## config.mk

```make
export PLATFORM = sky130hd
export DESIGN_NAME = mmu_access_check
export DESIGN_NICKNAME = d
export VERILOG_FILES = /design/src/common/mem_pkg.sv /design/src/mmu/mmu_access_check.sv
export SDC_FILE = /design/constraint.sdc
export NUM_CORES = 1
export LEC_CHECK = 0
export BUFFER_PORTS_ARGS = -buffer_cell sky130_fd_sc_hd__clkbuf_2
export CAP_MARGIN = 5
export CORE_MARGIN = 10
export CORE_UTILIZATION = 41
export DETAILED_ROUTE_END_ITERATION = 10
export GPL_TIMING_DRIVEN = 0
export PLACE_DENSITY = 0.7
export SLEW_MARGIN = 30
export SYNTH_ARGS = -nofsm -noshare
export SYNTH_HDL_FRONTEND = slang
export SYNTH_SLANG_ARGS = --single-unit
```

## constraint.sdc

```tcl
create_clock -name vclk -period 5.6
set_clock_uncertainty 0.2 [all_clocks]
set_input_delay 0.56 -clock vclk [all_inputs]
set_output_delay 0.56 -clock vclk [all_outputs]
set_load 0.005 [all_outputs]
```

## src/common/mem_pkg.sv

```systemverilog
package mem_pkg;

  // access kinds as carried on req_kind
  // instruction fetch
  localparam logic [1:0] kind_instr = 2'd0;
  // data load
  localparam logic [1:0] kind_data = 2'd1;
  // data store
  localparam logic [1:0] kind_write = 2'd2;
  // code 3 is not a legal kind and always faults

  // access sizes as carried on req_size
  // one byte
  localparam logic [1:0] size_byte = 2'd0;
  // two bytes
  localparam logic [1:0] size_half = 2'd1;
  // four bytes
  localparam logic [1:0] size_word = 2'd2;
  // code 3 is not a legal size and always faults

  // bus widths
  localparam int addr_w = 32;
  localparam int data_w = 32;

  // storage depth in words, 1 KiB total
  // addresses wrap on this depth once the region check has passed
  localparam int mem_words = 256;

  // request buffer slots
  // also the credit count the cpu starts with
  localparam int queue_depth = 4;

  // protection regions and the index width for cfg_sel
  localparam int num_regions = 2;
  localparam int region_idx_w = 1;

  // permission bits per region
  // bit 0 read, bit 1 write, bit 2 execute
  localparam int perm_w = 3;

  // one storage word
  // seen as a whole or as four byte lanes, lane 0 least significant
  typedef union packed {
    logic [data_w-1:0]        word;
    logic [data_w/8-1:0][7:0] bytes;
  } mem_word_u;

endpackage

```

## src/mmu/mmu_access_check.sv

```systemverilog
`timescale 1ns/1ps

module mmu_access_check
  import mem_pkg::*;
(
  input  logic                               head_valid,
  input  logic [1:0]                         head_kind,
  input  logic [1:0]                         head_size,
  input  logic [addr_w-1:0]                  head_addr,
  input  logic [num_regions-1:0][addr_w-1:0] region_base,
  input  logic [num_regions-1:0][addr_w-1:0] region_limit,
  input  logic [num_regions-1:0][perm_w-1:0] region_perm,
  output logic                               access_ok
);

  logic              code_ok;
  logic              aligned;
  logic [2:0]        num_bytes;
  // one extra bit so an access past the top of the space cannot wrap
  logic [addr_w:0]   last_addr;
  logic              hit;
  logic [perm_w-1:0] hit_perm;
  logic              perm_ok;

  // only the three defined codes of each field are legal
  assign code_ok = ((head_kind == kind_instr) || (head_kind == kind_data) ||
                    (head_kind == kind_write)) &&
                   ((head_size == size_byte) || (head_size == size_half) ||
                    (head_size == size_word));

  // byte count and natural alignment per size
  always_comb begin
    case (head_size)
      size_byte: begin
        num_bytes = 3'd1;
        aligned   = 1'b1;
      end
      size_half: begin
        num_bytes = 3'd2;
        aligned   = (head_addr[0] == 1'b0);
      end
      size_word: begin
        num_bytes = 3'd4;
        aligned   = (head_addr[1:0] == 2'b00);
      end
      default: begin
        num_bytes = 3'd0;
        aligned   = 1'b0;
      end
    endcase
  end

  // last byte touched
  assign last_addr = {1'b0, head_addr} + (addr_w + 1)'(num_bytes) - 1'b1;

  // first region holding the whole access wins
  always_comb begin
    hit      = 1'b0;
    hit_perm = '0;
    for (int i = 0; i < num_regions; i++) begin
      if (!hit && (head_addr >= region_base[i]) &&
          (last_addr <= {1'b0, region_limit[i]})) begin
        hit      = 1'b1;
        hit_perm = region_perm[i];
      end
    end
  end

  // fetch needs execute, load needs read, store needs write
  always_comb begin
    case (head_kind)
      kind_instr: perm_ok = hit_perm[2];
      kind_data:  perm_ok = hit_perm[0];
      kind_write: perm_ok = hit_perm[1];
      default:    perm_ok = 1'b0;
    endcase
  end

  assign access_ok = head_valid && code_ok && aligned && hit && perm_ok;

  // the cpu side is expected to send only defined codes
  always_comb begin
    if (head_valid) begin
      assert (code_ok)
        else $error("mmu_access_check: illegal kind %0d or size %0d at head",
                    head_kind, head_size);
    end
  end

endmodule

```

---- Word level (Yosys, flattened, before mapping) ----
Index checks and enable logic that the tools add are counted.
word-level totals
  register bits after elaboration ......... 0
  output and inout port bits .............. 1
operators by class
  add/sub/neg operators ................... 2
  magnitude comparators ................... 4
  eq/ne operators ......................... 4
  muxes and demuxes ....................... 7
  bitwise gates (word level) .............. 1
  reduce and logical (&&, ||, !) cells .... 16
operator list
  cell                     count
  $le A33 B32 Y1           2
  $ge A32 B32 Y1           2
  $add A32 B3 Y33          1
  $sub A33 B1 Y33 const B  1
  $pmux W3 S3              1
  $logic_and A1 B1 Y1      8
  $logic_not A2 Y1         3
  $mux W3                  2
  $pmux W1 S3              2
  $eq A2 B1 Y1 const B     2
  $eq A2 B2 Y1 const B     2
  $logic_or A1 B1 Y1       4
  $mux W1                  2
  $logic_not A1 Y1         1
  $not A1 Y1               1

---- Logic depth before layout (Yosys ltp) ----
  word-level depth ........................ 13
  gate-level depth with buffers ........... 22
  mapped depth without buffers ............ 22

---- Worst setup path after synthesis ----
OpenSTA, ideal clock, no wires.
  kind .................................... input-to-output
  start ................................... input port head_size[1]
  end ..................................... output port access_ok
  arrival ................................. 4.759 ns
  slack ................................... 0.081 ns
  stages on the path ...................... 21
  path buffers ............................ 0
  cell sequence ........................... nand2b_1 > ha_1 > inv_1 > ha_1 > fa_1 > a21o_1 > a311oi_1 > o21bai_1 > a21oi_1 > o211ai_1 > a31o_2 > a21oi_1 > xnor2_1 > ha_1 > a21o_1 > a21o_1 > a211o_1 > a2111oi_0 > o22ai_1 > mux2i_1 > nor3_1
between the ends
  longest elaborated chain between the ends .. 13
  elaborated cells on any way between the ends .. 25
ends and longest elaborated chain
  element                                                    RTL line                                        source
  from (decl)                                                mmu_access_check.sv:8                           input logic [1:0] head_size,
  $eq A2 B2 Y1 (tied with other cells)                       mmu_access_check.sv:29, mmu_access_check.sv:33
  $pmux W3 S3                                                mmu_access_check.sv:33                          case (head_size)
  $add A32 B3 Y33                                            mmu_access_check.sv:54                          assign last_addr = {1'b0, head_addr} + (addr_w + 1)'(num_bytes) - 1'b1;
  $sub A33 B1 Y33                                            mmu_access_check.sv:54
  $le A33 B32 Y1                                             mmu_access_check.sv:62                          (last_addr <= {1'b0, region_limit[i]})) begin
  $logic_and A1 B1 Y1                                        mmu_access_check.sv:61                          if (!hit && (head_addr >= region_base[i]) &&
  $mux W1                                                    mmu_access_check.sv:61
  $logic_not A1 Y1                                           mmu_access_check.sv:61
  $logic_and A1 B1 Y1 (2 in series)                          mmu_access_check.sv:61
  $mux W3 / $mux W1 (equally long branches)                  mmu_access_check.sv:61
  $pmux W1 S3 / $logic_and A1 B1 Y1 (equally long branches)  mmu_access_check.sv:71, mmu_access_check.sv:79
  $logic_and A1 B1 Y1 *                                      mmu_access_check.sv:79                          assign access_ok = head_valid && code_ok && aligned && hit && perm_ok;
  to (decl)                                                  mmu_access_check.sv:13                          output logic access_ok
Mark *: on every way between the ends. The rest lies on a longest branch, timed or not.

---- Final worst setup path ----
  start ................................... input port head_size[0]
  end ..................................... output port access_ok
Same word-level chain as after synthesis.

==> summary.md <==
| Metric | Value |
|---|---|
| Synth area leaders | `ha_1 (41%), inv_1 (13%), a21oi_1 (5.9%)` |
| Worst slew margin | `a little over three fifths` |
| Layout Nets | `1,229` |
| Io pins | `between 150 and 200` |
| Worst Path Arrival | `~4.9 ns` |
| Crit path kind | `in -> out` |
| Mux cell area share after synthesis | `between 1 and 1.5%` |
| Die Area | `17,000 um2` |
| CP required | `between 4 and 5 ns` |
| Failing checks | `setup timing` |
| Post-Synth XOR/XNOR Area | `under 10%` |
| Via count | `~5.3k` |
| Core Area | `approximately 12,000 um2` |
| Power per standard cell area | `between 100 and 150 nW/um2` |
| Final slew viol count | `0` |
| Dominant cell type by area after synthesis | `ha_1` |
| First-pass GRT wire length | `24.1 mm` |
| Final setup vio count | `1` |
| Routing usage on met3 | `~2%` |
| Hold depth | `4` |
| FFs & Latches | `0` |
| Hold Crit Class | `in -> out` |
| Most used routing layer | `met2` |
| Fin crit period | `5.68 ns` |
| Synth Area in Compound Gates | `roughly a quarter` |
| Footprint of the multi-input gates | `approximately 4600 um2` |
| Wirelength per Cell | `about 14 um` |
| Gate power share | `100.0%` |
| Mapped cell area | `~5000 um2` |
| CP Cell Sequence | `clkbuf_2 -> nand2b_4 -> ha_1 -> inv_1 -> ha_1 -> a21o_1 -> a211oi_4 -> o221ai_2 -> a41o_1 -> and2_1 -> a41o_1 -> xor2_2 -> ha_1 -> a21o_1 -> a21o_1 -> a21oi_2 -> o31ai_2 -> a2111oi_4 -> o22ai_1 -> mux2i_1 -> nor3_2 -> buf_2` |
| Fillers | `~1.2k` |
| Reg power frac | `0%` |
| Worst setup SP type | `input pin` |
| Post-route ant nets | `0` |
| P_sw | `0.000396 W` |
| Largest family of logic cells by synthesized area | `adder cells` |
| Post-Syn Nets | `about 1.0k` |
| # diodes | `0` |
| Tightest Pin Transition | `0.549 ns` |
| Post-synthesis sequential area ratio | `0%` |
| Sw Share | `~54%` |
| CP peak stage delay | `about 0.33 ns` |
| RSZ-0062 raised after global routing | `yes` |
| Min-delay src | `head_valid` |
| Outcome | `finished with violations` |
| First-iteration detailed-routing DRC count | `approximately 180` |
| Hold_buf cts | `0` |
| Overall routed net length | `between 10 and 15 mm` |
| Most frequent cell after synthesis | `inv_1` |
| Synth top area share | `about 41%` |
| Maxcap violations | `0` |
| Synth unique cells | `60` |
| Largest net degree at the start of global routing | `9` |
| Static leakage | `between 3 and 4 nW` |
| Fin. Hold Viols | `0` |
| Post-synthesis simple-gate area fraction | `around 16%` |
| Cells after Synth | `710` |
| Die width | `roughly 130 um` |
| VDD IR max | `between 30 and 40 uV` |
| Aggregate global routing overflow | `0` |
| Ys Warns | `0` |
| Post-layout util | `a little over half` |
| Synth cell count leaders | `inv_1 (173), ha_1 (162), a21oi_1 (59)` |
| Area grow syn2layout | `27.6%` |
| Synth Area in Adders | `40.9%` |
| Hold EP | `access_ok` |
| Share of cells above drive strength 1 | `about a quarter` |
| Pre-antenna DRT Iters | `5` |
| Vias in the first global route | `approximately 5.3k` |
| Setup TNS | `-0.0801 ns` |
| Met1 Track Usage GR | `roughly 22%` |
| Initial Utilization | `41.8%` |
| Std-Cell Rows | `40` |
| Grt met2 use | `between 20% and 30%` |
| Post-route DRC violation count | `0` |
| Die Y | `about 130 um` |
| Number of clock buffers in the layout | `0` |
| Sequential Area | `0 um2` |
| Port-buffer cells | `about 170` |
| Gpl congestion | `between 0.8 and 0.9` |
| Drt via density | `roughly 5.1` |
| Power Total | `0.000734 W` |
| Crit-path slowest cell | `a2111oi_4` |
| Setup WS post-layout | `-0.0801 ns` |
| Final period util | `101%` |
| Critical Path Sink Type | `primary output` |
| Total GRT Usage | `between 10% and 20%` |
| Clock group share of total power | `0%` |
| P_int | `0.000338 W` |
| Initial antenna violation count | `0` |
| Max Clock Freq | `about 0.18 GHz` |
| Syn_area_per_cell | `around 7.0 um2` |
| CP max FO | `5` |
| Post-DP HPWL | `~14 mm` |
## through the flow
| step | instances | instance area, um2 | hold slack [ns] | worst slack, ns |
|---|---|---|---|---|
| finish | 1040 | 6380 | 1.28 | -0.0801 |
| global route | 1040 | 6380 | 1.29 | -0.283 |
| CTS | 1039 | 6320 | 1.27 | -0.0984 |
| detailed placement | 1029 | 6050 | 1.26 | -1.01 |
| global placement | 1029 | 6050 | 1.26 | -1.03 |
| floorplan | 710 | 5000 | 1.05 | 0.0812 |
## cell type report
class,count,share of cell area [%]
multi-input cells,535,71.8
repair buffers,183,15.0
inverters,173,10.2
well taps,147,2.88
plain buffers,2,0.176
## power groups by stage
stage | Sequential (W) | Clock [W] | Combinational (W)
floorplan | 0 | 0 | 0.000468
global placement | 0 | 0 | 0.000652
detailed placement | 0 | 0 | 0.000661
CTS | 0 | 0 | 0.000720
global route | 0 | 0 | 0.000842
finish | 0 | 0 | 0.000734
## worst max path at each step
stage / from / to / slack, ns / depth (start not counted)
after floorplan: head_size[1] / access_ok / 0.08 / 21
after global placement: head_size[1] / access_ok / -1.03 / 23
after detailed placement: head_size[1] / access_ok / -1.01 / 23
after CTS: head_size[1] / access_ok / -0.1 / 23
after global routing: head_size[1] / access_ok / -0.28 / 24
final: head_size[0] / access_ok / -0.08 / 22
## timing repair
action / 4_1_cts / 5_1_grt
gates resized for setup: 37 / 10
pin swaps: 35 / 7
setup endpoints to repair: 1 / 1
setup buffers: 10 / 1
## worst max-delay path: cells and delay by family
family                     cells  cell delay (ns)
AOI/OAI and AO/OA             11             2.32
xor gates and xnor gates       1             0.20
adders and majority gates      3             0.85
buffers and inverters          3             0.36
muxes                          1             0.15
and+or+nand+nor                3             0.48
## metal layers
metal  up-vias  part of all wire [%]
met3         4                   6.1
met1      2336                    46
met5         -                     0
met2       112                    47
li1       2877                     -
met4         0                  0.24
## cells in the final DEF, fill, tap and decap left out, types with 11 or more instances in the layout
master / netlist / layout
a21oi_1: 59 / 54
nand2_1: 41 / 40
nand3_1: 24 / 24
buf_4: 1 / 11
clkbuf_2: 0 / 170
inv_1: 173 / 172
xnor2_1: 20 / 17
ha_1: 162 / 158
a21o_1: 24 / 24
o21ai_0: 26 / 25
nand4_1: 22 / 22
nor2_1: 29 / 28
## logic make-up after synthesis
family / Yosys count
mux: 5
fa+ha+maj: 163
buf+inv: 175
compound gates: 177
simple gates: 164
xor+xnor: 26
Note: power is estimated with default switching activity, not from simulation.
