`src/common/mem_pkg.sv`:
```
package mem_pkg;

  // access kinds as carried on req_kind
  // instruction fetch
  localparam logic [1:0] kind_instr = 2'd0;
  // data load
  localparam logic [1:0] kind_data = 2'd1;
  // data store
  localparam logic [1:0] kind_write = 2'd2;
  // code 3 is not a legal kind and always faults

  // access sizes as carried on req_size
  // one byte
  localparam logic [1:0] size_byte = 2'd0;
  // two bytes
  localparam logic [1:0] size_half = 2'd1;
  // four bytes
  localparam logic [1:0] size_word = 2'd2;
  // code 3 is not a legal size and always faults

  // bus widths
  localparam int addr_w = 32;
  localparam int data_w = 32;

  // storage depth in words, 1 KiB total
  // addresses wrap on this depth once the region check has passed
  localparam int mem_words = 256;

  // request buffer slots
  // also the credit count the cpu starts with
  localparam int queue_depth = 4;

  // protection regions and the index width for cfg_sel
  localparam int num_regions = 2;
  localparam int region_idx_w = 1;

  // permission bits per region
  // bit 0 read, bit 1 write, bit 2 execute
  localparam int perm_w = 3;

  // one storage word
  // seen as a whole or as four byte lanes, lane 0 least significant
  typedef union packed {
    logic [data_w-1:0]        word;
    logic [data_w/8-1:0][7:0] bytes;
  } mem_word_u;

endpackage

```
`src/mmu/mmu_region_cfg.sv`:
```
`timescale 1ns/1ps

module mmu_region_cfg
  import mem_pkg::*;
(
  input  logic                               clk,
  input  logic                               reset,
  input  logic                               cfg_we,
  input  logic [region_idx_w-1:0]            cfg_sel,
  input  logic [addr_w-1:0]                  cfg_base,
  input  logic [addr_w-1:0]                  cfg_limit,
  input  logic [perm_w-1:0]                  cfg_perm,
  output logic [num_regions-1:0][addr_w-1:0] region_base,
  output logic [num_regions-1:0][addr_w-1:0] region_limit,
  output logic [num_regions-1:0][perm_w-1:0] region_perm
);

  // region table
  // reset leaves every region at 0..0 with no permission
  // so all accesses fault until software sets them up
  always_ff @(posedge clk) begin
    if (reset) begin
      region_base  <= '0;
      region_limit <= '0;
      region_perm  <= '0;
    end else if (cfg_we) begin
      // one region per write, visible from the next cycle
      region_base[cfg_sel]  <= cfg_base;
      region_limit[cfg_sel] <= cfg_limit;
      region_perm[cfg_sel]  <= cfg_perm;
    end
  end

  // limit is inclusive
  // a limit under the base would make an empty region that never hits
  assert property (@(posedge clk) disable iff (reset) cfg_we |-> (cfg_limit >= cfg_base))
    else $error("mmu_region_cfg: region %0d written with limit below base", cfg_sel);

endmodule

```
`config.mk`:
```
export PLATFORM = sky130hd
export DESIGN_NAME = mmu_region_cfg
export DESIGN_NICKNAME = d
export VERILOG_FILES = /design/src/common/mem_pkg.sv /design/src/mmu/mmu_region_cfg.sv
export SDC_FILE = /design/constraint.sdc
export NUM_CORES = 1
export LEC_CHECK = 0
export BUFFER_PORTS_ARGS = -buffer_cell sky130_fd_sc_hd__buf_4
export CORE_MARGIN = 2
export CORE_UTILIZATION = 55
export CTS_BUF_LIST = sky130_fd_sc_hd__clkbuf_2
export DETAILED_ROUTE_END_ITERATION = 10
export PLACE_DENSITY = 0.83
export SYNTH_ARGS = -nofsm -noshare
export SYNTH_HDL_FRONTEND = slang
export SYNTH_SLANG_ARGS = --single-unit
```
`constraint.sdc`:
```
create_clock -name clk -period 1.1 [get_ports clk]
set_input_delay 0.055 -clock clk [delete_from_list [all_inputs] [get_ports clk]]
set_output_delay 0.055 -clock clk [all_outputs]
set_load 0.05 [all_outputs]
```
==> results of run 1 <==
[metrics by stage]
step	instance area, um^2	instances	setup TNS (ps)	hold slack, ps	setup WS (ps)
floorplan	5630	510	0	230.7	211.6
global placement	7192	820	0	333.5	174.0
detailed placement	7192	820	0	347.9	102.4
CTS	9251	943	-25380	163.1	-213.6
[synth_stat cells]
cell,instances
nand2_2,1
buf_8,5
clkbuf_1,20
buf_12,6
buf_2,2
buf_6,3
dfxtp_1,134
nand2b_1,202
and2_4,1
nor2b_1,1
buf_4,1
mux2i_1,134
[metal layers]
metal	GRT usage [%]	overflow
met1	80.54	0
met2	102.3	161
met3	58.64	0
met4	90.29	67
met5	8.571	0
[kinds of logic after synthesis]
| group | count (synthesis) | share of synthesized area [%] |
|---|---|---|
| buf+inv | 37 | 5.711 |
| flops | 134 | 47.64 |
| mux | 134 | 23.82 |
| simple gates | 205 | 22.82 |
[what timing repair did]
item | CTS
endpoints found under the setup margin | 134
buffers inserted | 21
endpoints found under the hold margin | 134
gates resized for setup | 360
hold buffers | 70
==> run metrics, run 1 <==
outcome=aborted with a tool error; Failed at=global routing; Run Error=[ERROR GRT-0232] Routing congestion too high. Check the congestion heatmap in the GUI.; flops & latches, synth=134; Final HPWL DP=9.190 mm; classification of the worst endpoint=output port; clock buffer depth=2; Mapped Cells=510; # IOs=205; Syn Area/Cell=11.04 um^2; Die Y-Extent=105.2 um; Die X=105.2 um; initial core utilization=57.08%; post-synth cell types=12; Rows=36; Global Route Usage Sum=81.50%; CTS buffer count=17; grt repair worst endpoint=region_limit[57]; Post-Syn Area=5630 um^2; Mapped Nets=581; largest net degree at the start of global routing=77; Seq/Total Area, Yosys=47.64%; CTS Sinks=134; H-tree Lvls=4; GRT Residual Overflow=228; antenna violations before repair=8; Routability Congestion=0.7519; Root Driver=clkbuf_2; Synth area leader=dfxtp_1; top cell type's share of synthesized area=47.64%; top cells by area, synth=dfxtp_1 48%, mux2i_1 24%, nand2b_1 22%; I/O Buffers=204; synth warn=0
==> run 2, diff against run 1 <==
--- a/config.mk
+++ b/config.mk
@@ -7,10 +7,9 @@
 export LEC_CHECK = 0
 export BUFFER_PORTS_ARGS = -buffer_cell sky130_fd_sc_hd__buf_4
 export CORE_MARGIN = 2
-export CORE_UTILIZATION = 55
-export CTS_BUF_LIST = sky130_fd_sc_hd__clkbuf_2
+export CORE_UTILIZATION = 40
 export DETAILED_ROUTE_END_ITERATION = 10
-export PLACE_DENSITY = 0.83
+export PLACE_DENSITY_LB_ADDON = 0.15
 export SYNTH_ARGS = -nofsm -noshare
 export SYNTH_HDL_FRONTEND = slang
 export SYNTH_SLANG_ARGS = --single-unit
==> run 2 against run 1 <==
The flow now finishes without violations. Area after synthesis unchanged. Synthesized cell count unchanged.
==> run metrics, run 2 <==
outcome=completed; Critical Path Fanout Max=2; Worst Path Buf+Inv=1; commonest cells after routing, fill and taps aside=206 x buf_4, 201 x nand2b_1, 134 x mux2i_1, 134 x dfxtp_1, 67 x dlygate4sd3_1; GRT Residual Overflow=0; DR iter-0 viols=213; clock buffer depth=2; largest net degree at the start of global routing=90; number of synthesized flops with an enable pin=0; Tmin final=1039 ps; Final Hold Fails=0; Max-Cap Viols=0; Final HPWL DP=9.381 mm; synth warn=0; commonest non-fill, non-tap cell in the layout=buf_4; Setup WS pre-CTS=122.2 ps; Syn Area/Cell=11.04 um^2; final WL=13.85 mm; Hold WC Path Type=input pin to flip-flop; gr busiest metal=met2; Clk pin slew, worst setup/hold paths=50 ps; Max stage delay on crit path=360 ps; Routability Congestion=0.7506; Global Route Usage Sum=18.84%; crit path launch=region_base[43]$_SDFFE_PP0P_; biggest regs=region_base (64), region_limit (64), region_perm (6); Post-Syn Area=5630 um^2; worst setup margin=61.03 ps; Final Setup Violations=0; CTS Sinks=134; FILL cells=1140; Max IR drop VDD=0.0009004 V; Antenna diodes=0; H-tree Lvls=4; total die area=15040 um^2; # IOs=205; layout cell share with drive strength beyond 1=31.38%; top cells by area, synth=dfxtp_1 48%, mux2i_1 24%, nand2b_1 22%; first-pass GRT wire length=22.09 mm; top cell type's share of synthesized area=47.64%; Post-synth ARST share=0%; fmax=0.9625 GHz; nets=845; CTS tree=built; Die X=122.6 um; RSZ-0062 raised after global routing=false; flops & latches, synth=134; arrival time worst endpoint=980 ps; met1 GRT Util=21.34%; Seq/Total Area, Yosys=47.64%; Max stage delay cell, worst path=dfxtp_1; count leader, synth=nand2b_1; Max Clock Skew=0 ps; initial core utilization=40.72%; router iterations before antenna repair=4; Startpoint Class=flip-flop; RR Startpoint=region_limit[29]$_SDFFE_PP0P_; CTS buffer count=17; WL/cell=14.37 um; P_leak=3.954 nW; CP Capture Type=primary output; crit path kind=flip-flop to primary output; Layout area overhead=50.56%; I/O Buffers=204; most used flip-flop cell after synthesis=dfxtp_1; post-synth cell types=12; Synth area leader=dfxtp_1; Mapped Cells=510; antenna viol nets, final=0; top cells by count, synth=202 x nand2b_1, 134 x dfxtp_1, 134 x mux2i_1; Max Transition Viols Final=0; vias in the first global route=4626; GRT met2 Usage=32.50%; Slew headroom=81.95%; antenna violations before repair=0; Worst-Skew Late Latency=400 ps; total power=12.85 mW; CP delay by family, top=flip-flops; Rows=43; Mapped Nets=581; Die Y-Extent=122.6 um; period utilisation layout=94.45%; sequence of cells on the critical path=buf_4; Vias=4364; Worst-Margin Slew=270.8 ps; DRC viols=0; met3 GRT Util=6.273%; core area=13830 um^2; critical path data required time=1040 ps; vias per cell=4.527; pwr dens=1516 nW/um^2; Root Driver=clkbuf_16; post-route setup TNS=0 ps; hold_sp=cfg_we
[run 2: cell counts after synthesis]
No cell type changed its count.
[run 2: repair_timing]
action | 4_1_cts | 5_1_grt
hold endpoints to repair | 134 | 0
setup buffers | 0 | 0
hold buffers | 67 | 0
gates resized for setup | 0 | 0
[run 2: logic make-up (layout without fill, tap and decap cells)]
family / count (synthesis) / after routing / share of synthesized area [%]
mux: 134 / 134 / 23.82
simple gates: 205 / 205 / 22.82
buf+inv: 37 / 311 / 5.711
flops: 134 / 134 / 47.64
[run 2: layout make-up]
class | count | area, um^2 | area share (%)
flip-flops and latches | 134 | 2683 | 31.65
multi-input cells | 339 | 2636 | 31.10
repair buffers | 282 | 2397 | 28.28
clock buffers | 25 | 515.5 | 6.081
well taps | 180 | 225.2 | 2.657
clock inverters | 4 | 20.02 | 0.2362
[run 2: report_power, final]
part           switching [mW]  internal (mW)  total [mW]
clock network            1.93           3.19        5.11
logic                    1.45           1.03        2.48
registers               0.150           5.11        5.26
total                    3.52           9.33        12.9
[run 2: worst paths after layout]
kind / end / slack, ps / cells past startpoint
min reg2reg: region_base[8]$_SDFFE_PP0P_ / 470 / 2
min: region_limit[6]$_SDFFE_PP0P_ / 100 / 3
max: region_base[43] / 60 / 1
max reg2reg: region_limit[29]$_SDFFE_PP0P_ / 460 / 2
[run 2: through the flow]
step	hold slack, ps	util [%]	instance area [um^2]	std cells
finish	99.11	61.31	8477	964
global route	104.3	61.31	8477	964
CTS	81.77	61.31	8477	964
detailed placement	352.0	52.58	7271	868
global placement	338.0	52.58	7271	868
floorplan	230.7	-	5630	510
[run 2: metal layers]
layer | up-vias | wire length, um
met5 | - | 0
met4 | 0 | 279
met3 | 24 | 875
met2 | 126 | 6930
met1 | 2026 | 5765
li1 | 2188 | -
Power figures use the tool's default switching activity.
==> run 3, diff against run 2 <==
--- a/config.mk
+++ b/config.mk
@@ -6,7 +6,6 @@
 export NUM_CORES = 1
 export LEC_CHECK = 0
 export BUFFER_PORTS_ARGS = -buffer_cell sky130_fd_sc_hd__buf_4
-export CORE_MARGIN = 2
 export CORE_UTILIZATION = 40
 export DETAILED_ROUTE_END_ITERATION = 10
 export PLACE_DENSITY_LB_ADDON = 0.15
==> constraint.sdc (replaced) <==
create_clock -name clk -period 1.11 [get_ports clk]
set_input_delay 0.0555 -clock clk [delete_from_list [all_inputs] [get_ports clk]]
set_output_delay 0.0555 -clock clk [all_outputs]
set_load 0.05 [all_outputs]
==> run 3 against run 2 <==
Clock power is 1% higher. Critical path depth unchanged. Final cell count decreased by 0.31%. Combinational power about the same. Cell area hardly changed. Clock-buffer cell count up 1. First-iteration DRC count fell by 32%.
==> run metrics, run 3 (synthesized netlist as in run 2, its figures left out) <==
post-route setup TNS=0 ps; total power=12.84 mW; Max Clock Skew=0 ps; Max IR drop VDD=0.0008472 V; CP Capture Type=primary output; Setup WS pre-CTS=138.4 ps; Global Route Usage Sum=19.02%; CP endpoint=region_base[28]; Critical Path Fanout Max=2; fmax=0.9538 GHz; Max stage delay on crit path=370 ps; router iterations before antenna repair=6; RSZ-0062 raised after global routing=false; total die area=14550 um^2; Rows=42; Levels on crit path=1; Max Transition Viols Final=0; final WL=13.57 mm; Final Hold Fails=0; period utilisation layout=94.45%; Die X=120.6 um; worst setup margin=61.60 ps; Final Setup Violations=0; critical path data required time=1050 ps; Routability Congestion=0.7332; Worst-Skew Late Latency=410 ps; Final HPWL DP=9.284 mm; Slew headroom=84.51%; commonest non-fill, non-tap cell in the layout=buf_4; Antenna diodes=0; Clk pin slew, worst setup/hold paths=50 ps; post-cts sizing count=0; Placed Instance Area=7266 um^2; Worst Path Buf+Inv=1; crit path kind=flip-flop to primary output; biggest regs=region_base (64), region_limit (64), region_perm (6); Startpoint Class=flip-flop; antenna violations before repair=0; met3 routed WL=842 um; CTS Sinks=134; R2R cell count=2; metal2 WL=6.922 mm; Die Y-Extent=120.6 um; Root Driver=clkbuf_16; Max-Cap Viols=0; arrival time worst endpoint=990 ps; largest net degree at the start of global routing=79; vias in the first global route=4420; layout cell share with drive strength beyond 1=31.08%; Max Used Layer=met4; CP delay by family, top=flip-flops; Max stage delay cell, worst path=dfxtp_1; Register-to-Register Setup Slack=440 ps; Vias=4347; I/O Buffers=204; WL/cell=14.12 um; Hold WC Path Type=input pin to flip-flop; post-CTS setup buffers=0; Layout area overhead=50.62%; P_leak=3.952 nW; CTS buffer count=17; nets=845; Worst-Margin Slew=232.3 ps; DR iter-0 viols=145; CTS tree=built; GRT Residual Overflow=0; RR Startpoint=region_base[45]$_SDFFE_PP0P_; H-tree Lvls=4; sequence of cells on the critical path=buf_4; DRC viols=0; M1 wire length=5.530 mm; clock buffer depth=2; antenna viol nets, final=0; crit path launch=region_base[28]$_SDFFE_PP0P_; pwr dens=1514 nW/um^2; commonest cells after routing, fill and taps aside=206 x buf_4, 201 x nand2b_1, 134 x mux2i_1, 134 x dfxtp_1, 67 x dlygate4sd3_1; outcome=completed; fin util=62.79%; Layout Cell Area excl Fill=8481 um^2; vias per cell=4.523; # IOs=205; core area=13510 um^2; initial core utilization=41.69%; first-pass GRT wire length=21.51 mm; Tmin final=1048 ps; reg2reg end=region_base[45]$_SDFFE_PP0P_
-- run 3: layout make-up --
| type | instances | area (um^2) |
|---|---|---|
| fillers | 1124 | 5025 |
| flip-flops and latches | 134 | 2683 |
| multi-input cells | 339 | 2636 |
| repair buffers | 282 | 2397 |
| clock buffers | 26 | 499.2 |
| well taps | 176 | 220.2 |
| clock inverters | 4 | 45.04 |
-- run 3: where the power goes --
part	switching (mW)	internal (mW)	total (mW)	leakage, nW
combinational	1.43	1.02	2.45	2.59
sequential	0.145	5.07	5.21	1.10
clock	1.90	3.28	5.18	0.270
-- run 3: how the worst min path moves through the flow --
stage,from,to,slack [ps],depth (start not counted)
floorplan,cfg_perm[2],region_perm[5]$_SDFFE_PP0P_,230,2
global placement,cfg_limit[24],region_limit[56]$_SDFFE_PP0P_,340,3
detailed placement,cfg_perm[2],region_perm[5]$_SDFFE_PP0P_,340,3
CTS,cfg_sel,region_perm[1]$_SDFFE_PP0P_,120,4
global route,cfg_sel,region_limit[25]$_SDFFE_PP0P_,130,4
finish,cfg_sel,region_limit[25]$_SDFFE_PP0P_,140,4
-- run 3: metal layers --
layer / track usage (%) / up-vias
met2: 33.51 / 122
met5: 0 / -
met1: 20.52 / 2020
met4: 8.488 / 0
met3: 6.462 / 22
li1: - / 2183
-- run 3: timing repair --
item                                   CTS  global route
hold buffers                            67             0
endpoints found under the hold margin  134             0
setup endpoints to repair                0             0
-- run 3: stage by stage --
| step | std cells | hold slack [ps] |
|---|---|---|
| 4_1_cts | 961 | 116.3 |
| 3_5_place_dp | 864 | 344.7 |
| 2_1_floorplan | 510 | 231.2 |
| 6_report | 961 | 137.9 |
| 3_3_place_gp | 864 | 336.9 |
| 5_1_grt | 961 | 127.5 |
