--- src/common/mem_pkg.sv ---
package mem_pkg;

  // access kinds as carried on req_kind
  // instruction fetch
  localparam logic [1:0] kind_instr = 2'd0;
  // data load
  localparam logic [1:0] kind_data = 2'd1;
  // data store
  localparam logic [1:0] kind_write = 2'd2;
  // code 3 is not a legal kind and always faults

  // access sizes as carried on req_size
  // one byte
  localparam logic [1:0] size_byte = 2'd0;
  // two bytes
  localparam logic [1:0] size_half = 2'd1;
  // four bytes
  localparam logic [1:0] size_word = 2'd2;
  // code 3 is not a legal size and always faults

  // bus widths
  localparam int addr_w = 32;
  localparam int data_w = 32;

  // storage depth in words, 1 KiB total
  // addresses wrap on this depth once the region check has passed
  localparam int mem_words = 256;

  // request buffer slots
  // also the credit count the cpu starts with
  localparam int queue_depth = 4;

  // protection regions and the index width for cfg_sel
  localparam int num_regions = 2;
  localparam int region_idx_w = 1;

  // permission bits per region
  // bit 0 read, bit 1 write, bit 2 execute
  localparam int perm_w = 3;

  // one storage word
  // seen as a whole or as four byte lanes, lane 0 least significant
  typedef union packed {
    logic [data_w-1:0]        word;
    logic [data_w/8-1:0][7:0] bytes;
  } mem_word_u;

endpackage

--- src/source/req_credit_queue.sv ---
`timescale 1ns/1ps

module req_credit_queue
  import mem_pkg::*;
(
  input  logic              clk,
  input  logic              reset,
  input  logic              req_valid,
  input  logic [1:0]        req_kind,
  input  logic [1:0]        req_size,
  input  logic [addr_w-1:0] req_addr,
  input  logic [data_w-1:0] req_wdata,
  output logic              head_valid,
  output logic [1:0]        head_kind,
  output logic [1:0]        head_size,
  output logic [addr_w-1:0] head_addr,
  output logic [data_w-1:0] head_wdata,
  output logic              credit_return
);

  // slot storage
  logic [1:0]        kind_q  [queue_depth];
  logic [1:0]        size_q  [queue_depth];
  logic [addr_w-1:0] addr_q  [queue_depth];
  logic [data_w-1:0] wdata_q [queue_depth];

  // depth is a power of two so pointers wrap on their own
  logic [$clog2(queue_depth)-1:0] wr_ptr;
  logic [$clog2(queue_depth)-1:0] rd_ptr;
  logic [$clog2(queue_depth):0]   count;
  logic                           full;

  // nothing downstream stalls, so a non-empty head leaves this cycle
  assign head_valid    = (count != '0);
  assign credit_return = head_valid;
  assign full          = (count == queue_depth);

  assign head_kind  = kind_q[rd_ptr];
  assign head_size  = size_q[rd_ptr];
  assign head_addr  = addr_q[rd_ptr];
  assign head_wdata = wdata_q[rd_ptr];

  // payload write at the tail
  always_ff @(posedge clk) begin
    if (req_valid) begin
      kind_q[wr_ptr]  <= req_kind;
      size_q[wr_ptr]  <= req_size;
      addr_q[wr_ptr]  <= req_addr;
      wdata_q[wr_ptr] <= req_wdata;
    end
  end

  // pointers and occupancy
  always_ff @(posedge clk) begin
    if (reset) begin
      wr_ptr <= '0;
      rd_ptr <= '0;
      count  <= '0;
    end else begin
      if (req_valid) begin
        wr_ptr <= wr_ptr + 1'b1;
      end
      if (head_valid) begin
        rd_ptr <= rd_ptr + 1'b1;
      end
      // push and pop together leave the count as is
      case ({req_valid, head_valid})
        2'b10:   count <= count + 1'b1;
        2'b01:   count <= count - 1'b1;
        default: count <= count;
      endcase
    end
  end

  // cpu pushed with no credit in hand
  assert property (@(posedge clk) disable iff (reset) req_valid |-> !full)
    else $error("req_credit_queue: request arrived while all slots were taken");

endmodule

--- config.mk ---
export PLATFORM = sky130hd
export DESIGN_NAME = req_credit_queue
export DESIGN_NICKNAME = d
export VERILOG_FILES = /design/src/common/mem_pkg.sv /design/src/source/req_credit_queue.sv
export SDC_FILE = /design/constraint.sdc
export NUM_CORES = 1
export LEC_CHECK = 0
export ABC_AREA = 1
export BUFFER_PORTS_ARGS = -buffer_cell sky130_fd_sc_hd__buf_2
export CAP_MARGIN = 20
export CORE_UTILIZATION = 50
export DETAILED_ROUTE_END_ITERATION = 10
export GPL_TIMING_DRIVEN = 0
export PLACE_DENSITY_LB_ADDON = 0.08
export RECOVER_POWER = 50
export REMOVE_ABC_BUFFERS = 1
export SYNTH_ARGS = -nofsm -noshare
export SYNTH_HDL_FRONTEND = slang
export SYNTH_SLANG_ARGS = --single-unit
--- constraint.sdc ---
create_clock -name clk -period 6 [get_ports clk]
set_input_delay 0.6 -clock clk [delete_from_list [all_inputs] [get_ports clk]]
set_output_delay 0.6 -clock clk [all_outputs]
set_load 0.005 [all_outputs]
After elaboration in Yosys (flattened, before gate mapping). Memory sizes are Yosys's and may differ from the RTL's. A register that Yosys moved wholly into a read port is not among the register bits. Index checks and enable logic that the tools add are counted.

Flip-flop bits (word level): 7. RAM bits: 272. Input port bits: 71. Output and inout port bits: 70. Logic and storage cells: 26. Memories kept: 4.

Memories: addr_q (depth 4, width 32, rd ports 1, clocked after Yosys merged registers in 1, write ports 1, RTL line req_credit_queue.sv:24) `logic [addr_w-1:0] addr_q [queue_depth];`; wdata_q (depth 4, width 32, rd ports 1, clocked after Yosys merged registers in 1, write ports 1, RTL line req_credit_queue.sv:25) `logic [data_w-1:0] wdata_q [queue_depth];`; kind_q (depth 4, width 2, rd ports 1, clocked after Yosys merged registers in 1, write ports 1, RTL line req_credit_queue.sv:22) `logic [1:0] kind_q [queue_depth];`; size_q (depth 4, width 2, rd ports 1, clocked after Yosys merged registers in 1, write ports 1, RTL line req_credit_queue.sv:23) `logic [1:0] size_q [queue_depth];`.

Add/subtract/negate cells: 4. Equality and inequality tests: 2. Multiplexer cells: 11. Reductions and logical operators: 2.

Operators with widths (number): $mux W2 (8); $pmux W3 S2 (1); $add A2 B1 Y2 const B (2); $add A3 B1 Y3 const B (1); $reduce_bool A3 Y1 (1); $sub A3 B1 Y3 const B (1); $eq A2 B1 Y1 const B (1); $eq A2 B2 Y1 const B (1); $mux W1 (2); $reduce_bool A2 Y1 (1).

Logic depth before layout (Yosys ltp). Gate-level depths: netlist of run 1.

Depth in word-level cells: 3. Mapped depth: 11. Depth with buffers taken out: 11.

Worst setup path after synthesis of run 1. Ideal clock, no wire load.

Kind: in2reg. Start point: input req_valid. End point: memory addr_q[0][0] (enable). Library setup time: 422 ps. Arrival: 1955 ps. Path slack: 3623 ps. Stages on the path: 2. Cell sequence: nand2_1 -> inv_1.

Longest elaborated chain between the ends: 2.

RTL lines: start, declared (RTL line req_credit_queue.sv:8) `input logic req_valid,`; $mux W1 (RTL line req_credit_queue.sv:45) `if (req_valid) begin`; $mux W1 (not written as such) (RTL line req_credit_queue.sv:48) `addr_q[wr_ptr] <= req_addr;`; end, declared (RTL line req_credit_queue.sv:24).

Every way passes these cells.

==> summary.txt, run 1 <==
Critical path
  • Endpoint required time on the critical path: about 5.4 ns
  • Crit start category: flop
  • Category of the critical setup timing path: reg -> out
  • Data arrival time of the worst path: roughly 2.7 ns
  • Cell count of the worst reg-to-reg path: 4
  • Largest fanout on the critical path: 136
  • Sort of element at the end of the critical path: primary output

Yosys
  • Area fraction in compound gates after synthesis: 10.95%
  • Warnings, synthesis: 0
  • Synthesized-area fraction occupied by xor and xnor cells: 0%
  • Post-synthesis register bit count: 281
  • Count of different cell masters after synthesis: 21
  • Post-synthesis mux area share: 0%
  • Avg Inst Size Synth: 14.66 um2
  • Post-synthesis instance area: between 10000 and 15000 um2
  • Post-synthesis adder-cell area fraction: 0.7855%
  • Dominant combinational cell family by area after synthesis: compound AO/OA/AOI/OAI gates
  • Portion of the post-synthesis area used by sequential elements: 79.41%
  • Mapped Cells: 717
  • Synthesized-area fraction occupied by and/or/nand/nor cells: 5.630%

Job
  • Max Cap Violations: 1

STA
  • Maximum operating frequency: 303.9 MHz
  • Number of endpoints failing setup at the final stage: 0
  • Final critical-path setup slack: between 2 and 3 ns
  • Measured slew at the worst slew-check pin: 1.843 ns
  • Part of the cycle the worst path needs: 54.84%
  • Final Max Slew Viols: 33
  • Final worst path period need: 3.290 ns
  • Setup TNS: 0 ns
  • Final hold violation count: 0
  • Max Clock Skew: 0.01284 ns
  • RSZ-0062 raised after global routing: no
  • Rel. slew slack: -23.54%

CTS
  • Clock Tree Buf Depth: 3
  • Total clock sinks: 281
  • Root buf cell: sky130_fd_sc_hd__clkbuf_16
  • Later-pin clock latency in the skew report: 0.53 ns
  • Post-CTS setup repair buffer count: 0
  • Clock buffer count from CTS: 28
  • Clock tree from TritonCTS: done
  • Count of H-tree levels built during CTS: 1
  • CTS resizes: 0
  • Clock slew at reported path FFs: 0.06 ns
  • Count of hold-fix buffers inserted at cts: 0

Power and ir drop
  • Switching power: 1638 uW
  • Design internal power: 3777 uW
  • Reg power frac: 44.2%
  • Leakage power: 0.004144 uW
  • Relative contribution of combinational cells to total power: 24.8%
  • Power density over the cells: 441.8 nW/um2
  • Share of total power consumed by net switching: 30.25%
  • Maximum vdd ir drop: 0.3123 mV
  • Overall power: 5415 uW
  • Clock network fraction of total power: 31.0%

Global routing
  • Number of global-route vias before repair: 6276
  • Antenna violations before repair: 1
  • Wire length of the first global-routing pass: 32610 um
  • Met3 Resource Use GR: about 4.8%
  • Overflow left after global routing: 0
  • Global router's overall resource usage: 19.73%
  • Most Crowded Layer GR: met2
  • Met1 routing resource usage after global routing: 24.60%
  • Met2 Track Usage GR: 34.67%
  • Pin count of the biggest net entering global routing: 137

Floorplan
  • Number of cell rows: 52
  • Full die area: 21610 um2
  • IO Count: roughly 140
  • Starting density of the core: 51.46%
  • Die Span X: 147 um
  • Die span in y: approximately 150 um
  • Core Footprint: 20430 um2

Status
  • Outcome: complete, but fails checks
  • Failing checks: capacitance limit, slew limit

Cells and area
  • Share of final-layout standard cells stronger than drive strength 1: 14.60%
  • Most common cell after layout, fill and taps aside: sky130_fd_sc_hd__edfxtp_1
  • Top library cells by usage in the layout, fill and taps aside: sky130_fd_sc_hd__edfxtp_1, sky130_fd_sc_hd__nor2_1, sky130_fd_sc_hd__o21ai_0
  • Area growth from synthesis to layout: 16.58%
  • Final #Nets: 926

Route
  • Number of nets with antenna violations after detailed routing: 0
  • Number of design-rule violations left by the first detailed-router iteration: ~400
  • Routed length per instance: 18.73 um
  • Post-detailed-route DRC marker count: 0
  • Via-to-Cell Ratio: 5.522
  • Total iterations of the first detailed-routing run: 5
  • Post-Route WL: 21370 um
  • Total via count in the routed design: around 6.3k

Placed design
  • Worst slack after detailed placement: approximately 3.2 ns
  • # port buffers: between 100 and 150
  • Placer congestion estimate: ~0.68
  • Half-perimeter wire length after detailed placement: about 11000 um

Min path
  • Worst hold path type: in -> reg
  • Hold depth: 1
-- power groups by stage --
stage	sequential (uW)	combinational, uW	clock (uW)
6_report	2390	1350	1680
3_3_place_gp	2520	1230	0
4_1_cts	2400	1380	1710
2_1_floorplan	2420	690	0
3_5_place_dp	2440	1370	0
5_1_grt	2410	1500	1780
-- kinds of logic after synthesis --
family,count (synthesis)
buffers and inverters,61
and+or+nand+nor,156
DFF,281
adders and majority gates,6
AOI/OAI and AO/OA,213
-- per-stage QoR --
stage	hold WS, ns	area [um2]	std cells	util, %
3_3_place_gp	0.4905	11280	1083	55.22
3_5_place_dp	0.5099	11440	1089	56.00
5_1_grt	0.3085	12250	1140	59.98
2_1_floorplan	0.4793	10240	673	-
4_1_cts	0.2578	12340	1140	60.40
6_report	0.3210	12260	1141	59.99
-- area by class of cell --
type	count	area, um2
clock buffers	32	737.0
multi-input cells	375	1826
repair buffers	146	758.2
diodes	1	2.502
clock inverters	19	161.4
flip-flops and latches	281	8356
well taps	270	337.8
inverters	17	77.57
fillers	1596	8174
-- critical path: stages (launching register included) --
cell,delay (ns)
sky130_fd_sc_hd__dfxtp_4,0.52
sky130_fd_sc_hd__buf_16,0.30
sky130_fd_sc_hd__inv_6,0.71
sky130_fd_sc_hd__o21ai_0,0.19
sky130_fd_sc_hd__o22ai_1,0.22
sky130_fd_sc_hd__buf_2,0.16
-- state kept, by name, indices dropped and copies added (netlist names), named ones only --
| name | cells |
|---|---|
| addr_q | 128 |
| count | 3 |
| kind_q | 8 |
| rd_ptr | 2 |
| size_q | 8 |
| wdata_q | 128 |
| wr_ptr | 2 |
-- Yosys cell counts --
| library cell | instances | share of area (%) |
|---|---|---|
| sky130_fd_sc_hd__a21oi_1 | 5 | 0.24 |
| sky130_fd_sc_hd__buf_2 | 12 | 0.57 |
| sky130_fd_sc_hd__buf_4 | 1 | 0.071 |
| sky130_fd_sc_hd__buf_6 | 9 | 0.96 |
| sky130_fd_sc_hd__clkbuf_1 | 11 | 0.39 |
| sky130_fd_sc_hd__clkbuf_2 | 9 | 0.43 |
| sky130_fd_sc_hd__clkbuf_4 | 2 | 0.14 |
| sky130_fd_sc_hd__dfxtp_1 | 9 | 1.7 |
| sky130_fd_sc_hd__edfxtp_1 | 272 | 78 |
| sky130_fd_sc_hd__fa_1 | 1 | 0.19 |
| sky130_fd_sc_hd__ha_1 | 5 | 0.60 |
| sky130_fd_sc_hd__inv_1 | 15 | 0.54 |
| sky130_fd_sc_hd__inv_2 | 1 | 0.036 |
| sky130_fd_sc_hd__inv_6 | 1 | 0.083 |
| sky130_fd_sc_hd__nand2_1 | 11 | 0.39 |
| sky130_fd_sc_hd__nand3_1 | 3 | 0.14 |
| sky130_fd_sc_hd__nand4_1 | 1 | 0.060 |
| sky130_fd_sc_hd__nor2_1 | 141 | 5.0 |
| sky130_fd_sc_hd__o21ai_0 | 135 | 6.4 |
| sky130_fd_sc_hd__o21ai_1 | 5 | 0.24 |
| sky130_fd_sc_hd__o22ai_1 | 68 | 4.0 |
-- routing by layer --
layer,up-vias,wire length (um)
met4,0,399
met2,166,10930
met3,26,1381
li1,2960,-
met5,-,0
met1,3149,8653
-- worst paths after layout --
kind	endpoint	from	slack (ns)
worst max-delay path	head_addr[1]	flop	2.71
worst min register to register	flop	rd_ptr[1]	0.51
worst min-delay path	addr_q[1][28]	req_addr[28]	0.32
worst max register to register	addr_q[3][23]	wr_ptr[0]	2.95
(Power assumes the default switching activity.)
==> inputs of run 2 (changes only) <==
Clock period 6 ns to 3 ns, I/O delays scaled along.
==> run 2 against run 1 <==
The flow still finishes with violations (capacitance limit, slew limit); clock power grew 100%; sequential power grew 97%; die area is the same; count of clock-buffer cells in the layout is the same; via count grew 3.7%; clock skew is essentially flat; combinational power grew 120%; core utilization grew 3.5 points; critical path depth is the same; sequential cell count is the same; sequential share of layout area shrank 3.8 points; register-to-register slack lost 2.4 ns.
==> summary.txt, run 2 (same netlist as run 1, synthesis figures left out) <==
Status
  • Outcome: complete, but fails checks (unchanged)
  • Failing checks: capacitance limit, slew limit (unchanged)

Floorplan
  • IO Count: 141 (unchanged)
  • Number of cell rows: 52 (unchanged)
  • Full die area: 21610 um2 (unchanged)
  • Starting density of the core: 51.46% (unchanged)
  • Core Footprint: 20430 um2 (unchanged)
  • Die Span X: 147 um (unchanged)
  • Die span in y: 147 um (unchanged)

STA
  • Rel. slew slack: -8.731% (was -23.54%)
  • Final worst path period need: 2.769 ns
  • Part of the cycle the worst path needs: between 90% and 100%
  • Number of endpoints failing setup at the final stage: 0 (unchanged)
  • Tightest hold margin: 0.09949 ns (was 0.3210 ns)
  • Maximum operating frequency: 361.2 MHz
  • Max Clock Skew: 0.01239 ns (was 0.01284 ns)
  • RSZ-0062 raised after global routing: no (unchanged)
  • Final hold violation count: 0 (unchanged)
  • Final critical-path setup slack: 0.2314 ns (was 2.710 ns)
  • Final Max Slew Viols: 33 (unchanged)
  • Measured slew at the worst slew-check pin: 1.629 ns (was 1.843 ns)

Route
  • Via-to-Cell Ratio: 5.402 (was 5.522)
  • Total iterations of the first detailed-routing run: 5 (unchanged)
  • Number of nets with antenna violations after detailed routing: 0 (unchanged)
  • Total via count in the routed design: 6537 (was 6301)
  • Post-Route WL: 22250 um (was 21370 um)
  • Number of design-rule violations left by the first detailed-router iteration: 406 (was 394)
  • Post-detailed-route DRC marker count: 0 (unchanged)
  • Routed length per instance: 18.39 um (was 18.73 um)

Cells and area
  • Share of final-layout standard cells stronger than drive strength 1: 13.62% (was 14.60%)
  • Antenna diodes: 0 (was 1)
  • Area growth from synthesis to layout: 23.42% (was 16.58%)
  • Finished layout cell area: 12970 um2 (was 12260 um2)
  • Top library cells by usage in the layout, fill and taps aside: sky130_fd_sc_hd__edfxtp_1, sky130_fd_sc_hd__nor2_1, sky130_fd_sc_hd__o21ai_0 (unchanged)
  • Largest registers in the final layout: addr_q x128, wdata_q x128 (unchanged)
  • Final #Nets: 996 (was 926)
  • Final Instance Count excl. Fillers: 1210 (was 1141)
  • Most common cell after layout, fill and taps aside: sky130_fd_sc_hd__edfxtp_1 (unchanged)

Critical path
  • Endpoint required time on the critical path: 2.70 ns (was 5.40 ns)
  • Crit start category: flop (unchanged)
  • Data arrival time of the worst path: 2.47 ns (was 2.69 ns)
  • Category of the critical setup timing path: reg -> out (unchanged)
  • Sort of element at the end of the critical path: primary output (unchanged)
  • Largest fanout on the critical path: 136 (unchanged)
  • FF-to-FF setup slack: 0.59 ns (was 2.95 ns)

Placed design
  • Placer congestion estimate: 0.6756 (unchanged)
  • # port buffers: 140 (unchanged)
  • Cell count after placement: 1089 (unchanged)
  • Worst slack after detailed placement: 0.4928 ns (was 3.193 ns)
  • Half-perimeter wire length after detailed placement: 11320 um (unchanged)
  • Cell area after placement: 11440 um2 (unchanged)

Power and ir drop
  • Leakage power: 0.004456 uW (was 0.004144 uW)
  • Design internal power: 7652 uW (was 3777 uW)
  • Switching power: 3359 uW (was 1638 uW)
  • Clock network fraction of total power: 30.5% (was 31.0%)
  • Share of total power consumed by net switching: 30.51% (was 30.25%)
  • Power density over the cells: 848.7 nW/um2 (was 441.8 nW/um2)
  • Reg power frac: 42.8% (was 44.2%)
  • Maximum vdd ir drop: 0.6058 mV (was 0.3123 mV)
  • Overall power: 11010 uW (was 5415 uW)
  • Relative contribution of combinational cells to total power: 26.7% (was 24.8%)

Job
  • Max Cap Violations: 1 (unchanged)

CTS
  • Total clock sinks: 281 (unchanged)
  • Count of H-tree levels built during CTS: 1 (unchanged)
  • Clock tree from TritonCTS: done (unchanged)
  • Clock Tree Buf Depth: 3 (unchanged)
  • Root buf cell: sky130_fd_sc_hd__clkbuf_16 (unchanged)
  • Later-pin clock latency in the skew report: 0.53 ns (about the same)
  • Clock buffer count from CTS: 28 (unchanged)
  • Clock slew at reported path FFs: 0.06 ns (about the same)

Global routing
  • Overflow left after global routing: 0 (unchanged)
  • Wire length of the first global-routing pass: 33870 um (was 32610 um)
  • Global router's overall resource usage: 20.38% (was 19.73%)
  • Number of global-route vias before repair: 6596 (was 6276)
  • Antenna violations before repair: 0 (was 1)
  • Pin count of the biggest net entering global routing: 137 (unchanged)

Min path
  • Worst hold path type: in -> reg (unchanged)
run 2: cell types whose count changed in the layout (fill, tap and decap cells not counted):
cell / delta
sky130_fd_sc_hd__dlygate4sd3_1: +68
sky130_fd_sc_hd__buf_12: +2
sky130_fd_sc_hd__clkinvlp_2: -1
sky130_fd_sc_hd__diode_2: -1
sky130_fd_sc_hd__inv_1: +1
sky130_fd_sc_hd__inv_6: -1
sky130_fd_sc_hd__inv_8: +1
run 2: power groups by stage:
stage,sequential (uW),clock [uW],combinational [uW]
3_3_place_gp,5010,0,2350
4_1_cts,4750,3420,2910
3_5_place_dp,4880,0,2750
5_1_grt,4730,3560,3270
6_report,4710,3360,2940
2_1_floorplan,4840,0,1380
run 2: routing by layer:
layer  GRT usage, %  up-vias  share of wire [%]
met3          4.286       26                5.1
met2          36.11      166                 51
met1          25.81     3253                 42
met4          4.536        0                1.6
li1               -     3092                  -
met5              0        -                  0
run 2: area by class of cell:
cell class / instances / area [um2]
Inverter: 17 / 78.83
Clock buffer: 32 / 737.0
Sequential cell: 281 / 8356
Tap cell: 270 / 337.8
Multi-Input combinational cell: 375 / 1826
Fill cell: 1553 / 7455
Clock inverter: 19 / 161.4
Timing Repair Buffer: 216 / 1479
run 2: through the flow:
step / util, % / TNS (ns)
2_1_floorplan: - / -50.76
3_3_place_gp: 55.22 / -337.92
3_5_place_dp: 56.00 / 0
4_1_cts: 63.84 / 0
5_1_grt: 63.51 / 0
6_report: 63.51 / 0
run 2: worst paths after layout:
check        startpoint             to  cells after the start
min               reset           flop                      4
max                flop   head_addr[1]                      5
max reg2reg   wr_ptr[0]  addr_q[3][23]                      4
min reg2reg   rd_ptr[1]           flop                      2
run 2: repair_timing:
action,CTS,global route
setup buffers,1,1
pin swaps,0,0
hold endpoints to repair,272,0
resized for setup,1,0
endpoints found under the setup margin,15,14
hold buffers,68,0
run 2: worst max-delay path, cell delays in order (launching register included):
cell,delay [ns]
sky130_fd_sc_hd__dfxtp_4,0.47
sky130_fd_sc_hd__buf_16,0.28
sky130_fd_sc_hd__inv_8,0.54
sky130_fd_sc_hd__o21ai_0,0.18
sky130_fd_sc_hd__o22ai_1,0.22
sky130_fd_sc_hd__buf_2,0.16
==> inputs of run 3 (changes only) <==
Settings changed: RECOVER_POWER 50 to 25.
==> run 3 against run 2 <==
The run now ends clean; critical path type unchanged; clock skew shrank 0.0026 ns; sequential share of layout area fell by 0.18 points; setup slack gained 0.030 ns; sequential power about the same; first-iteration DRC count up 16%; combinational power barely moved; register-to-register slack better by 0.64 ns; cell count stayed put; wire length about the same; die area did not move; highest routed layer unchanged.
==> summary.txt, run 3 (same netlist as run 1, synthesis figures left out) <==
Cells and area
  • Top library cells by usage in the layout, fill and taps aside: sky130_fd_sc_hd__edfxtp_1, sky130_fd_sc_hd__nor2_1, sky130_fd_sc_hd__o21ai_0 (unchanged)
  • Final #Nets: 996 (unchanged)
  • Number of inserted filler cells in the final layout: 1542 (was 1553)
  • Share of final-layout standard cells stronger than drive strength 1: 16.60% (was 13.62%)
  • Antenna diodes: 0 (unchanged)
  • Largest registers in the final layout: addr_q x128, wdata_q x128 (unchanged)
  • Area growth from synthesis to layout: 23.77% (was 23.42%)
  • Most common cell after layout, fill and taps aside: sky130_fd_sc_hd__edfxtp_1 (unchanged)

Power and ir drop
  • Maximum vdd ir drop: 0.6049 mV (was 0.6058 mV)
  • Leakage power: 0.004528 uW (was 0.004456 uW)
  • Power density over the cells: 846.5 nW/um2 (was 848.7 nW/um2)
  • Overall power: 11010 uW (about the same)

Critical path
  • Termination of the worst setup path: head_addr[1] (unchanged)
  • Largest fanout on the critical path: 136 (unchanged)
  • Category of the critical setup timing path: reg -> out (unchanged)
  • Endpoint required time on the critical path: 2.70 ns (about the same)
  • Sort of element at the end of the critical path: primary output (unchanged)
  • Crit start category: flop (unchanged)
  • Data arrival time of the worst path: 2.44 ns (was 2.47 ns)
  • Cell count of the worst reg-to-reg path: 11 (was 4)
  • Reg-to-reg critical path startpoint: count[1] (was wr_ptr[0])
  • FF-to-FF setup slack: 1.23 ns (was 0.59 ns)
  • Reg-to-Reg End: count[2] (was addr_q[3][23])

CTS
  • Total clock sinks: 281 (unchanged)
  • Count of H-tree levels built during CTS: 1 (unchanged)
  • Clock tree from TritonCTS: done (unchanged)
  • Clock slew at reported path FFs: 0.06 ns (about the same)
  • Root buf cell: sky130_fd_sc_hd__clkbuf_16 (unchanged)
  • Later-pin clock latency in the skew report: 0.53 ns (about the same)
  • Clock buffer count from CTS: 28 (unchanged)
  • Clock Tree Buf Depth: 3 (unchanged)

Floorplan
  • IO Count: 141 (unchanged)
  • Die Span X: 147 um (unchanged)
  • Core Footprint: 20430 um2 (unchanged)
  • Starting density of the core: 51.46% (unchanged)
  • Die span in y: 147 um (unchanged)
  • Number of cell rows: 52 (unchanged)
  • Full die area: 21610 um2 (unchanged)

STA
  • Number of endpoints failing setup at the final stage: 0 (unchanged)
  • Max Clock Skew: 0.009740 ns (was 0.01239 ns)
  • Measured slew at the worst slew-check pin: 0.7337 ns (was 1.629 ns)
  • Final Max Slew Viols: 0 (was 33)
  • RSZ-0062 raised after global routing: no (unchanged)
  • Rel. slew slack: 51.09% (was -8.731%)
  • Final hold violation count: 0 (unchanged)
  • Final worst path period need: 2.739 ns (was 2.769 ns)
  • Tightest hold margin: 0.1017 ns (was 0.09949 ns)
  • Maximum operating frequency: 365.2 MHz (was 361.2 MHz)
  • Part of the cycle the worst path needs: 91.29% (was 92.29%)

Min path
  • Hold depth: 4 (unchanged)
  • Worst hold path type: in -> reg (unchanged)

Global routing
  • Antenna violations before repair: 0 (unchanged)
  • Overflow left after global routing: 0 (unchanged)
  • Wire length of the first global-routing pass: 33870 um (unchanged)
  • Pin count of the biggest net entering global routing: 137 (unchanged)
  • Number of global-route vias before repair: 6596 (unchanged)
  • Global router's overall resource usage: 20.38% (unchanged)

Placed design
  • Placer congestion estimate: 0.6756 (unchanged)
  • # port buffers: 140 (unchanged)
  • Half-perimeter wire length after detailed placement: 11320 um (unchanged)

Route
  • Total via count in the routed design: 6583 (was 6537)
  • Number of design-rule violations left by the first detailed-router iteration: 470 (was 406)
  • Routed length per instance: 18.39 um (about the same)
  • Total iterations of the first detailed-routing run: 5 (unchanged)
  • Number of nets with antenna violations after detailed routing: 0 (unchanged)
  • Post-detailed-route DRC marker count: 0 (unchanged)
  • Post-Route WL: 22250 um (about the same)
  • Via-to-Cell Ratio: 5.440 (was 5.402)

Status
  • Outcome: finished, final reports clean (was complete, but fails checks)

Job
  • Max Cap Violations: 0 (was 1)
-- run 3: worst max-delay path: stages, from the launching register on --
cell                      delay (ns)
sky130_fd_sc_hd__dfxtp_4        0.47
sky130_fd_sc_hd__buf_16         0.28
sky130_fd_sc_hd__inv_8          0.55
sky130_fd_sc_hd__o21ai_0        0.18
sky130_fd_sc_hd__o22ai_1        0.21
sky130_fd_sc_hd__buf_2          0.16
-- run 3: report_power, final --
| group | switching, uW | total (uW) | internal (uW) |
|---|---|---|---|
| sequential | 187 | 4710 | 4520 |
| clock | 1360 | 3360 | 2000 |
| combinational | 1810 | 2950 | 1130 |
-- run 3: cell type report --
type | instances | area (um2) | area share (%)
flip-flops and latches | 281 | 8356 | 64.22
multi-input cells | 375 | 1826 | 14.03
repair buffers | 216 | 1513 | 11.63
clock buffers | 32 | 737.0 | 5.664
well taps | 270 | 337.8 | 2.596
clock inverters | 19 | 161.4 | 1.241
inverters | 17 | 81.33 | 0.6251
-- run 3: worst min-delay path by stage --
stage | start | end | slack, ns
after floorplan | req_addr[0] | addr_q[0][0] | 0.40
after global placement | rd_ptr[1] | flop | 0.49
after detailed placement | rd_ptr[1] | flop | 0.51
after CTS | reset | count[2] | 0.08
after global routing | reset | count[2] | 0.11
final | reset | count[2] | 0.10
-- run 3: routing by layer --
layer	vias up	wire length [um]	track usage, %
li1	3099	-	-
met1	3290	9340	25.81
met2	171	11460	36.11
met3	23	1167	4.286
met4	0	285	4.536
met5	-	0	0
-- run 3: per-stage QoR --
stage                     setup slack, ns  TNS [ns]  instance area (um2)  util [%]  instances
after floorplan                   -0.7505    -50.76                10240         -        673
after global placement             -3.104   -337.92                11280     55.22       1083
after detailed placement           0.4928         0                11440     56.00       1089
after CTS                         0.08472         0                13040     63.84       1209
after global routing              0.05964         0                13010     63.69       1210
final                              0.2614         0                13010     63.69       1210
-- run 3: repair_timing --
item	4_1_cts	5_1_grt
hold endpoints to repair	272	0
gates resized for setup	1	0
hold buffers	68	0
buffers inserted	1	1
endpoints found under the setup margin	15	14
